### config.mk
export PLATFORM = sky130hd
export DESIGN_NAME = sha256_core
export DESIGN_NICKNAME = d
export VERILOG_FILES = /design/src/design/sha_pkg.sv /design/src/design/wb_pkg.sv /design/src/design/msg_fetch.sv /design/src/design/msg_schedule.sv /design/src/design/round_engine.sv /design/src/design/sha256_core.sv
export VERILOG_INCLUDE_DIRS = /design/src /design/src/design
export SDC_FILE = /design/constraint.sdc
export NUM_CORES = 2
export LEC_CHECK = 0
export BUFFER_PORTS_ARGS = -buffer_cell sky130_fd_sc_hd__buf_2
export CORE_ASPECT_RATIO = 0.75
export CORE_MARGIN = 2
export CORE_UTILIZATION = 62
export CTS_BUF_LIST = sky130_fd_sc_hd__clkbuf_16
export DETAILED_ROUTE_END_ITERATION = 8
export MAX_ROUTING_LAYER = met4
export PLACE_DENSITY = 0.83
export SLEW_MARGIN = 15
export SYNTH_ARGS = -nofsm -noshare
export SYNTH_HDL_FRONTEND = slang
export SYNTH_HIERARCHICAL = 1
export SYNTH_SLANG_ARGS = --single-unit
### constraint.sdc
create_clock -name clk -period 29.2 [get_ports clk]
set_clock_uncertainty 0.2 [all_clocks]
set_input_delay 1.46 -clock clk [delete_from_list [all_inputs] [get_ports clk]]
set_output_delay 1.46 -clock clk [all_outputs]
set_load 0.1 [all_outputs]
### src/design/sha_params.svh
`ifndef SHA_PARAMS_SVH
`define SHA_PARAMS_SVH

//////////////////////////////////////////////////////////////////////
// hash core sizes
//////////////////////////////////////////////////////////////////////

// bits per message, schedule and state word
`define SHA_WORD_W 32

// compression rounds per block
`define SHA_ROUNDS 64

// message words per 512-bit block
`define SHA_BLOCK_WORDS 16

// word address width of the memory bus
`define WB_ADR_W 8

`endif

### src/design/sha_pkg.sv
`include "sha_params.svh"

package sha_pkg;

	typedef logic [`SHA_WORD_W-1:0] sha_word_t;
	typedef logic [$clog2(`SHA_ROUNDS)-1:0] sha_round_t;

	// working variables, either as one vector or as a..h with a on top
	typedef union packed {
		logic [8*`SHA_WORD_W-1:0] flat;
		struct packed {
			sha_word_t a;
			sha_word_t b;
			sha_word_t c;
			sha_word_t d;
			sha_word_t e;
			sha_word_t f;
			sha_word_t g;
			sha_word_t h;
		} w;
	} sha_state_u;

	//////////////////////////////////////////////////////////////////////
	// round constants
	//////////////////////////////////////////////////////////////////////

	localparam sha_word_t SHA_K_TABLE [0:`SHA_ROUNDS-1] = '{
		32'h428a2f98, 32'h71374491, 32'hb5c0fbcf, 32'he9b5dba5,
		32'h3956c25b, 32'h59f111f1, 32'h923f82a4, 32'hab1c5ed5,
		32'hd807aa98, 32'h12835b01, 32'h243185be, 32'h550c7dc3,
		32'h72be5d74, 32'h80deb1fe, 32'h9bdc06a7, 32'hc19bf174,
		32'he49b69c1, 32'hefbe4786, 32'h0fc19dc6, 32'h240ca1cc,
		32'h2de92c6f, 32'h4a7484aa, 32'h5cb0a9dc, 32'h76f988da,
		32'h983e5152, 32'ha831c66d, 32'hb00327c8, 32'hbf597fc7,
		32'hc6e00bf3, 32'hd5a79147, 32'h06ca6351, 32'h14292967,
		32'h27b70a85, 32'h2e1b2138, 32'h4d2c6dfc, 32'h53380d13,
		32'h650a7354, 32'h766a0abb, 32'h81c2c92e, 32'h92722c85,
		32'ha2bfe8a1, 32'ha81a664b, 32'hc24b8b70, 32'hc76c51a3,
		32'hd192e819, 32'hd6990624, 32'hf40e3585, 32'h106aa070,
		32'h19a4c116, 32'h1e376c08, 32'h2748774c, 32'h34b0bcb5,
		32'h391c0cb3, 32'h4ed8aa4a, 32'h5b9cca4f, 32'h682e6ff3,
		32'h748f82ee, 32'h78a5636f, 32'h84c87814, 32'h8cc70208,
		32'h90befffa, 32'ha4506ceb, 32'hbef9a3f7, 32'hc67178f2
	};

	// constant for one round index
	function automatic sha_word_t sha_k(input sha_round_t r);
		return SHA_K_TABLE[r];
	endfunction

	// rotate right, shared by the sigma functions
	function automatic sha_word_t sha_rotr(input sha_word_t x, input int unsigned n);
		return (x >> n) | (x << (`SHA_WORD_W - n));
	endfunction

endpackage

### src/design/wb_pkg.sv
`include "sha_params.svh"

package wb_pkg;

	//////////////////////////////////////////////////////////////////////
	// wishbone classic signal types
	//////////////////////////////////////////////////////////////////////

	// word address, wraps modulo the address space
	typedef logic [`WB_ADR_W-1:0] wb_adr_t;

	// read data, one message word per transfer
	typedef logic [`SHA_WORD_W-1:0] wb_dat_t;

endpackage

### src/design/msg_fetch.sv
`timescale 1ns/100ps
`include "sha_params.svh"

module msg_fetch (
	input  logic             clk,
	input  logic             rst_n,
	input  logic             start,
	input  wb_pkg::wb_adr_t  base,
	output logic             wb_cyc,
	output logic             wb_stb,
	output wb_pkg::wb_adr_t  wb_adr,
	input  wb_pkg::wb_dat_t  wb_rdata,
	input  logic             wb_ack,
	output logic             ld_valid,
	output sha_pkg::sha_word_t ld_word
);
	import wb_pkg::*;

	localparam int CNT_W = $clog2(`SHA_BLOCK_WORDS);
	localparam logic [CNT_W-1:0] LAST_WORD = CNT_W'(`SHA_BLOCK_WORDS - 1);

	logic             active;
	logic [CNT_W-1:0] cnt;
	logic             xfer;

	// read-only master, cyc and stb move together
	assign wb_cyc = active;
	assign wb_stb = active;

	// a transfer completes on ack while strobing
	assign xfer = active & wb_ack;

	//////////////////////////////////////////////////////////////////////
	// bus cycle control
	//////////////////////////////////////////////////////////////////////

	always_ff @(posedge clk or negedge rst_n) begin
		if (!rst_n) begin
			active   <= 1'b0;
			cnt      <= '0;
			ld_valid <= 1'b0;
		end else begin
			ld_valid <= 1'b0;
			if (start) begin
				active <= 1'b1;
				cnt    <= '0;
			end else if (xfer) begin
				ld_valid <= 1'b1;
				cnt      <= cnt + 1'b1;
				// cycle ends with the last block word
				if (cnt == LAST_WORD) begin
					active <= 1'b0;
				end
			end
		end
	end

	// address steps once per ack, wraps at the top of memory
	always_ff @(posedge clk) begin
		if (start) begin
			wb_adr <= base;
		end else if (xfer) begin
			wb_adr  <= wb_adr + wb_adr_t'(1);
			ld_word <= wb_rdata;
		end
	end

endmodule

### src/design/msg_schedule.sv
`timescale 1ns/100ps
`include "sha_params.svh"

module msg_schedule (
	input  logic               clk,
	input  logic               rst_n,
	input  logic               start,
	input  logic               ld_valid,
	input  sha_pkg::sha_word_t ld_word,
	output logic               w_valid,
	output sha_pkg::sha_word_t w_word,
	output sha_pkg::sha_round_t w_round,
	output logic               w_last
);
	import sha_pkg::*;

	localparam sha_round_t LAST_LOAD  = sha_round_t'(`SHA_BLOCK_WORDS - 1);
	localparam sha_round_t LAST_ROUND = sha_round_t'(`SHA_ROUNDS - 1);

	// win[0] is the oldest word W[t-16], win[15] the newest W[t-1]
	sha_word_t  win [0:`SHA_BLOCK_WORDS-1];
	sha_round_t rnd;
	logic       gen;
	logic       shift_en;
	sha_word_t  w_gen;
	sha_word_t  w_in;

	function automatic sha_word_t small_sigma0(input sha_word_t x);
		return sha_rotr(x, 7) ^ sha_rotr(x, 18) ^ (x >> 3);
	endfunction

	function automatic sha_word_t small_sigma1(input sha_word_t x);
		return sha_rotr(x, 17) ^ sha_rotr(x, 19) ^ (x >> 10);
	endfunction

	//////////////////////////////////////////////////////////////////////
	// expansion from the window
	//////////////////////////////////////////////////////////////////////

	// W[t] from W[t-2], W[t-7], W[t-15] and W[t-16]
	assign w_gen = small_sigma1(win[14]) + win[9] + small_sigma0(win[1]) + win[0];

	assign shift_en = ld_valid | gen;
	assign w_in     = gen ? w_gen : ld_word;

	// round counter and load / expand phase
	always_ff @(posedge clk or negedge rst_n) begin
		if (!rst_n) begin
			rnd     <= '0;
			gen     <= 1'b0;
			w_valid <= 1'b0;
			w_last  <= 1'b0;
		end else if (start) begin
			rnd     <= '0;
			gen     <= 1'b0;
			w_valid <= 1'b0;
			w_last  <= 1'b0;
		end else begin
			w_valid <= shift_en;
			w_last  <= shift_en && (rnd == LAST_ROUND);
			if (shift_en) begin
				rnd <= rnd + 1'b1;
			end
			// window is full once word 15 has loaded
			if (ld_valid && rnd == LAST_LOAD) begin
				gen <= 1'b1;
			end else if (gen && rnd == LAST_ROUND) begin
				gen <= 1'b0;
			end
		end
	end

	// window shift and word out
	always_ff @(posedge clk) begin
		if (shift_en) begin
			for (int i = 0; i < `SHA_BLOCK_WORDS - 1; i++) begin
				win[i] <= win[i+1];
			end
			win[`SHA_BLOCK_WORDS-1] <= w_in;
			w_word  <= w_in;
			w_round <= rnd;
		end
	end

endmodule

### src/design/round_engine.sv
`timescale 1ns/100ps

module round_engine (
	input  logic                clk,
	input  logic                rst_n,
	input  logic                start,
	input  sha_pkg::sha_state_u state_init,
	input  logic                w_valid,
	input  sha_pkg::sha_word_t  w_word,
	input  sha_pkg::sha_round_t w_round,
	input  logic                w_last,
	output logic                done,
	output sha_pkg::sha_state_u state_final
);
	import sha_pkg::*;

	sha_state_u st;
	sha_state_u nxt;
	sha_word_t  s0;
	sha_word_t  s1;
	sha_word_t  ch;
	sha_word_t  maj;
	sha_word_t  t1;
	sha_word_t  t2;

	function automatic sha_word_t big_sigma0(input sha_word_t x);
		return sha_rotr(x, 2) ^ sha_rotr(x, 13) ^ sha_rotr(x, 22);
	endfunction

	function automatic sha_word_t big_sigma1(input sha_word_t x);
		return sha_rotr(x, 6) ^ sha_rotr(x, 11) ^ sha_rotr(x, 25);
	endfunction

	//////////////////////////////////////////////////////////////////////
	// one compression round
	//////////////////////////////////////////////////////////////////////

	always_comb begin
		s1  = big_sigma1(st.w.e);
		ch  = (st.w.e & st.w.f) ^ (~st.w.e & st.w.g);
		t1  = st.w.h + s1 + ch + sha_k(w_round) + w_word;
		s0  = big_sigma0(st.w.a);
		maj = (st.w.a & st.w.b) ^ (st.w.a & st.w.c) ^ (st.w.b & st.w.c);
		t2  = s0 + maj;

		// rotate the eight words down by one
		nxt.w.a = t1 + t2;
		nxt.w.b = st.w.a;
		nxt.w.c = st.w.b;
		nxt.w.d = st.w.c;
		nxt.w.e = st.w.d + t1;
		nxt.w.f = st.w.e;
		nxt.w.g = st.w.f;
		nxt.w.h = st.w.g;
	end

	// working variables
	always_ff @(posedge clk) begin
		if (start) begin
			st <= state_init;
		end else if (w_valid) begin
			st <= nxt;
		end
	end

	// last round applied in the same edge that latches the result
	assign done = w_valid & w_last;

	// result holds until the next run completes
	always_ff @(posedge clk or negedge rst_n) begin
		if (!rst_n) begin
			state_final.flat <= '0;
		end else if (done) begin
			state_final.flat <= nxt.flat;
		end
	end

endmodule

### src/design/sha256_core.sv
`timescale 1ns/100ps

module sha256_core (
	input  logic                clk,
	input  logic                rst_n,
	input  logic                en,
	output logic                rdy,
	input  wb_pkg::wb_adr_t     base,
	input  sha_pkg::sha_state_u state_init,
	output sha_pkg::sha_state_u state_final,
	output logic                wb_cyc,
	output logic                wb_stb,
	output wb_pkg::wb_adr_t     wb_adr,
	input  wb_pkg::wb_dat_t     wb_rdata,
	input  logic                wb_ack
);
	import sha_pkg::*;

	logic       busy;
	logic       start;
	logic       done;
	logic       ld_valid;
	sha_word_t  ld_word;
	logic       w_valid;
	sha_word_t  w_word;
	sha_round_t w_round;
	logic       w_last;

	//////////////////////////////////////////////////////////////////////
	// start / ready control
	//////////////////////////////////////////////////////////////////////

	// en while a run is active is dropped
	assign start = en & ~busy;
	assign rdy   = ~busy;

	always_ff @(posedge clk or negedge rst_n) begin
		if (!rst_n) begin
			busy <= 1'b0;
		end else if (start) begin
			busy <= 1'b1;
		end else if (done) begin
			busy <= 1'b0;
		end
	end

	// bus reads of the block
	msg_fetch u_fetch (
		.clk      (clk),
		.rst_n    (rst_n),
		.start    (start),
		.base     (base),
		.wb_cyc   (wb_cyc),
		.wb_stb   (wb_stb),
		.wb_adr   (wb_adr),
		.wb_rdata (wb_rdata),
		.wb_ack   (wb_ack),
		.ld_valid (ld_valid),
		.ld_word  (ld_word)
	);

	// loaded words then expanded words, one per round
	msg_schedule u_sched (
		.clk      (clk),
		.rst_n    (rst_n),
		.start    (start),
		.ld_valid (ld_valid),
		.ld_word  (ld_word),
		.w_valid  (w_valid),
		.w_word   (w_word),
		.w_round  (w_round),
		.w_last   (w_last)
	);

	round_engine u_round (
		.clk         (clk),
		.rst_n       (rst_n),
		.start       (start),
		.state_init  (state_init),
		.w_valid     (w_valid),
		.w_word      (w_word),
		.w_round     (w_round),
		.w_last      (w_last),
		.done        (done),
		.state_final (state_final)
	);

endmodule

### Word-level counts from Yosys, hierarchy flattened

Memories as Yosys holds them, arrays and structs flattened.
Cells that the tools add are included.

| cells by class | value |
|---|---|
| $add $sub $neg | 13 |
| multiply operators | 0 |
| divide/modulo/power cells | 0 |
| magnitude comparators | 1 |
| equality and inequality tests | 3 |
| shifts and indexed selects | 0 |
| multiplexer cells | 25 |
| bitwise logic cells | 34 |
| reduce and logical (&&, ||, !) cells | 11 |

Operators by type and width:

| kind | count |
|---|---|
| 2-to-1 mux 256 bit | 2 |
| adder 32 bit | 10 |
| XOR 32 bit | 9 |
| bitwise AND 32 bit | 5 |
| 2-to-1 mux 32 bit | 3 |
| NOT 32 bit | 1 |
| bitwise OR 10 x 32 -> 32 bit | 1 |
| bitwise OR 13 x 32 -> 32 bit | 1 |
| bitwise OR 14 x 32 -> 32 bit | 1 |
| bitwise OR 15 x 32 -> 32 bit | 1 |
| bitwise OR 19 x 32 -> 32 bit | 1 |
| bitwise OR 21 x 32 -> 32 bit | 1 |
| bitwise OR 25 x 32 -> 32 bit | 1 |
| bitwise OR 26 x 32 -> 32 bit | 1 |
| bitwise OR 30 x 32 -> 32 bit | 1 |
| bitwise OR 7 x 32 -> 32 bit | 1 |
| XOR 32 x 22 -> 32 bit | 1 |
| XOR 32 x 29 -> 32 bit | 1 |
| 2-to-1 mux 8 bit | 2 |
| 2-to-1 mux 1 bit | 14 |
| 2-to-1 mux 6 bit | 2 |
| nonzero test 2 bit | 5 |
| adder 8 x 1 -> 8 bit, second input constant | 1 |
| 2-to-1 mux 4 bit | 2 |
| other kinds (13) | 19 |

| word-level totals | value |
|---|---|
| bits in registers | 606 |
| latch bits | 0 |
| memory bits (writable) | 512 |
| memory bits (read-only) | 2048 |
| bits of input ports | 300 |
| output and inout bits | 267 |
| memories kept | 2 |

Memory list:

| memory | words | bits a word | rd ports | clocked after Yosys merged registers in | wr ports | RTL line | RTL |
|---|---|---|---|---|---|---|---|
| (name not given) | 64 | 32 | 1 | 0 | 0 | sha_pkg.sv:48 | `return SHA_K_TABLE[r];` |
| u_sched.win | 16 | 32 | 16 | 0 | 16 | msg_schedule.sv:21 | `` sha_word_t win [0:`SHA_BLOCK_WORDS-1]; `` |

### Logic depth before layout (Yosys ltp)

| depth | value |
|---|---|
| depth in word-level cells | 10 |
| mapped depth | 35 |
| mapped depth without buffers | 34 |

### Hierarchy

The synthesis kept the hierarchy.

By module, submodules not included:

| module | times used | cells each | area an instance (um2) |
|---|---|---|---|
| round_engine | 1 | 3393 | 32850.3 |
| msg_schedule | 1 | 1210 | 21210.3 |
| msg_fetch | 1 | 100 | 1661.6 |
| sha256_core | 1 | 4 | 45.0 |

### Least setup slack after synthesis

OpenSTA, ideal clock, no wires.

| path | value |
|---|---|
| path kind | reg2reg |
| start | reg u_sched.gen |
| end | reg u_sched.rnd[5] |
| setup time | 78 ps |
| arrival time | 12497 ps |
| required time | 28922 ps |
| slack | 16426 ps |
| cell stages (with the launch flop) | 6 |
| period minus slack after synthesis | 12774 ps |
| cells stage by stage | dfrtp_1 -> nor2_1 -> inv_1 -> nand4_1 -> or3_1 -> a21oi_1 |

| between the ends | value |
|---|---|
| longest elaborated chain between the ends | 2 |

RTL lines:

| element | RTL line | RTL |
|---|---|---|
| from (decl) | msg_schedule.sv:23 | `logic gen;` |
| from (signal assigned) | msg_schedule.sv:50 | `gen <= 1'b0;` |
| from (signal assigned) | msg_schedule.sv:55 | `gen <= 1'b0;` |
| from (signal assigned) | msg_schedule.sv:66 | `gen <= 1'b1;` |
| bitwise OR 1 bit | msg_schedule.sv:43 | `assign shift_en = ld_valid \| gen;` |
| nonzero test 2 bit (no source line) | -- |  |
| to (signal assigned) | msg_schedule.sv:62 | `rnd <= rnd + 1'b1;` |
| to (decl) | msg_schedule.sv:22 | `sha_round_t rnd;` |

Every way passes these cells.
A chain may end at the register's enable or synchronous reset.

### Final worst setup path

| path | value |
|---|---|
| start | reg u_sched.w_round[1] |
| end | reg u_round/st[255] (netlist name) (data pin) |

| between the ends | value |
|---|---|
| longest elaborated chain between the ends | 9 |

RTL lines:

| element | RTL line | RTL |
|---|---|---|
| from (decl) | msg_schedule.sv:12 | `output sha_pkg::sha_round_t w_round,` |
| from (signal assigned) | msg_schedule.sv:81 | `w_round <= rnd;` |
| NOT 6 -> 7 bit (implied by the code) | sha_pkg.sv:48 |  |
| memory read (64 x 32 bit) | -- |  |
| 2-to-1 mux 32 bit (implied by the code) (2 in a row) | sha_pkg.sv:48 |  |
| adder 32 bit (2 in a row) | round_engine.sv:41 | `t1 = st.w.h + s1 + ch + sha_k(w_round) + w_word;` |
| adder 32 bit | round_engine.sv:47 | `nxt.w.a = t1 + t2;` |
| 2-to-1 mux 256 bit | round_engine.sv:61 | `end else if (w_valid) begin` |
| 2-to-1 mux 256 bit | round_engine.sv:59 | `if (start) begin` |
| to (signal assigned) | round_engine.sv:60 | `st <= state_init;` |
| to (signal assigned) | round_engine.sv:62 | `st <= nxt;` |
| to (decl) | round_engine.sv:17 | `sha_state_u st;` |

Every way passes these cells. The select of a mux whose other input is x is not followed.

==> results.toml <==
[floorplanning]
start_util_pct = 62.39
row_count = 95
die_area_sq_mm = 0.09239
coreArea_sq_mm = 0.08939
ioPinCount = 567
die_y_um = 263.7
fp.dieW_um = 350.3

[synthesis]
yosys_warnings = 6
synth_cell_type_count = 93
postSynthCellCount = 4707
synth_area_sq_mm = 0.05577
syn-num-nets = 5339
async_flop_share_pct = 25.05
synth-edff-count = 814
synthFlopType = "edfxtp_1"
ys_seq_elements = 1086
syn_avg_cell_area_sq_um = 11.85
yosysSeqAreaShare_pct = 56.04

[cts]
cts_tree = "done"
htreeDepth = 3
cts.sinks = 1086
cts_buffers = 101
cts_root_buffer = "clkbuf_16"
clkTransAtPathRegs_ps = 70
ctsHoldBuffers = 0
clkLatencyLatePin_ps = 740
post-cts-setup-buffers = 0
cts_resized = 0
clockBufferDepth = 3

[cells_and_area]
drive_above_1_share_pct = 20.29
area_growth_syn_to_layout_pct = 12.70
fin_nets = 5784

[route]
wl_met2_um = 75520
drc_errors = 0
vias = 39840
vias_per_cell = 6.159
dr.pass1.iters = 8
wirelength_um = 182300
drtAntennaViolNets = 0
met1_length_um = 73700
met3_length_um = 26510
top_layer = "met4"
wl_per_cell_um = 28.18
drt_iter0_drc = 6138

[critical_path]
crit_required_ps = 29450
startpoint_type = "flop"
worstPathArrival_ps = 9840
max_stage_delay_ps = 960
endpoint_kind = "flop"
criticalPathCategory = "flop to flop"
crit_fanout = 20
crit_path_top_delay_cell = "edfxtp_1"

[run]
drv_cap = 0

[min_path]
min_path_type = "flop to flop"

[sta]
maxSlewViolCount = 0
relSlewSlack_pct = 21.58
setup_tns_ps = 0
period_minus_slack_ps = 9591
rsz0062_at_grt = "no"
final_hold_viol_count = 0
period_share_pct = 32.85
fmax_mhz = 104.3
tightest_slew_ps = 1171
setup_viol = 0

[place]
gp_congestion = 1.047
dp_hpwl_um = 135800
portBuffers = 566

[global_route]
grt_pass1_vias = 38050
grt.overflow.total = 0
antenna_found_initial = 23
grtUsageTotal_pct = 40.64
grt_first_pass_wirelength_um = 261500
grt_max_degree = 185

[outcome]
status = "completed"
metrics by stage:
stage | area [sq um] | setup slack [ps] | std cells | util (%) | hold WS, ps
global placement | 59400 | 20200 | 6261 | 66.46 | 200.2
detailed placement | 59400 | 20030 | 6261 | 66.46 | 204.5
floorplan | 55770 | 16430 | 4707 | - | 200.3
finish | 62850 | 19610 | 6469 | 70.31 | 212.1
global route | 62840 | 19380 | 6465 | 70.30 | 219.5
CTS | 62800 | 19980 | 6451 | 70.26 | 207.6
cell families (layout without fill, tap and decap cells):
group | Yosys count | count (layout) | share of synthesized area, %
other | 0 | 18 | 0
and+or+nand+nor | 1194 | 1194 | 8.974
DFF | 1086 | 1086 | 56.04
AOI/OAI and AO/OA | 746 | 746 | 8.447
buffers and inverters | 689 | 1221 | 4.882
muxes | 268 | 268 | 5.465
xor gates and xnor gates | 371 | 371 | 5.851
adders and majority gates | 353 | 353 | 10.34
cell usage in the layout, fill, tap and decap left out, types with 11 or more instances in the layout:
cell type / count
a211oi_1: 25
a21boi_0: 12
a21o_1: 66
a21oi_1: 192
a311oi_1: 13
a31oi_1: 27
and3_1: 17
buf_2: 565
buf_4: 48
bufinv_16: 11
clkbuf_16: 101
clkinv_1: 17
clkinv_2: 21
dfrtp_1: 272
diode_2: 18
edfxtp_1: 814
fa_1: 187
ha_1: 145
inv_1: 433
maj3_1: 21
mux2_2: 252
mux2i_1: 12
nand2_1: 860
nand2b_1: 25
nand3_1: 46
nand4_1: 18
nor2_1: 108
nor2b_1: 18
nor3_1: 31
o211ai_1: 27
o21a_1: 18
o21ai_0: 232
o21ai_1: 12
o21bai_1: 18
o31ai_1: 15
or3_1: 13
xnor2_1: 260
xor2_1: 110
flip-flops by register name, indices dropped and copies added, names as in the netlist:
| name | cells |
|---|---|
| u_fetch/wb_adr | 8 |
| u_round/st | 256 |
| u_fetch/ld_word | 32 |
| u_sched/w_round | 6 |
| u_sched/w_last | 1 |
| u_sched/rnd | 6 |
| busy | 1 |
| u_round/state_final | 256 |
| u_fetch/ld_valid | 1 |
| u_sched/win | 480 |
| u_fetch/cnt | 4 |
| u_fetch/wb_cyc | 1 |
| u_sched/w_valid | 1 |
| u_sched/w_word | 32 |
| u_sched/gen | 1 |
path summary, 6_finish.rpt:
path                                    startpoint                        to  slack [ps]  depth (start not counted)
worst max-delay path            u_sched/w_round[1]           u_round/st[255]       19610                         30
worst min-delay path            u_sched/win[3][10]        u_sched/win[2][42]         210                          0
worst max register to register  u_sched/w_round[1]           u_round/st[255]       19610                         30
worst min register to register  u_sched/win[3][10]        u_sched/win[2][42]         210                          0
max in group asynchronous                    rst_n  u_round/state_final[208]       25880                          3
min in group asynchronous                    rst_n  u_round/state_final[185]         610                          1
critical path: cells and delay by family, from the launching register on:
family                     cells  cell delay, ps
AOI/OAI and AO/OA             13            2920
buffers and inverters          3             560
adders and majority gates      6            2720
xor gates and xnor gates       2             370
DFF                            1             960
and+or+nand+nor                6            1530
per-layer routing:
metal	track usage [%]	up-vias
met5	-	-
met4	12.31	0
met3	13.65	374
met2	54.35	2653
met1	58.88	19800
li1	-	17020
synthesized netlist by cell type (13+ instances only):
master	number	area, sq um
a211oi_1	25	187.7
ha_1	145	1814
buf_1	29	108.9
inv_1	410	1539
a21o_1	66	495.5
a21oi_1	192	960.9
and3_1	17	106.4
dfrtp_1	272	6807
nand2b_1	25	156.4
o211ai_1	27	202.7
nor2b_1	18	112.6
edfxtp_1	814	24440
o21bai_1	18	135.1
xnor2_1	260	2277
nor3_1	31	155.2
buf_4	34	255.2
fa_1	187	3744
or3_1	13	81.33
a31oi_1	27	168.9
nor2_1	109	409.1
xor2_1	110	963.4
o21ai_0	232	1161
nand4_1	18	112.6
nand3_1	46	230.2
maj3_1	21	210.2
mux2_2	252	2838
o31ai_1	15	112.6
clkbuf_1	205	769.5
a311oi_1	13	113.9
o21a_1	18	135.1
nand2_1	861	3232
layout make-up:
class	instances	area, sq um
Sequential cell	1086	31250
Fill cell	6269	26540
Multi-Input combinational cell	2932	21820
Timing Repair Buffer	617	3254
Clock buffer	101	2527
Inverter	414	1567
Tap cell	1212	1516
Clock inverter	89	869.6
Antenna cell	18	45.04
Power is left out: the tool's default activity adds up to more than one toggle a clock period on the data nets, which glitch-free logic cannot reach.
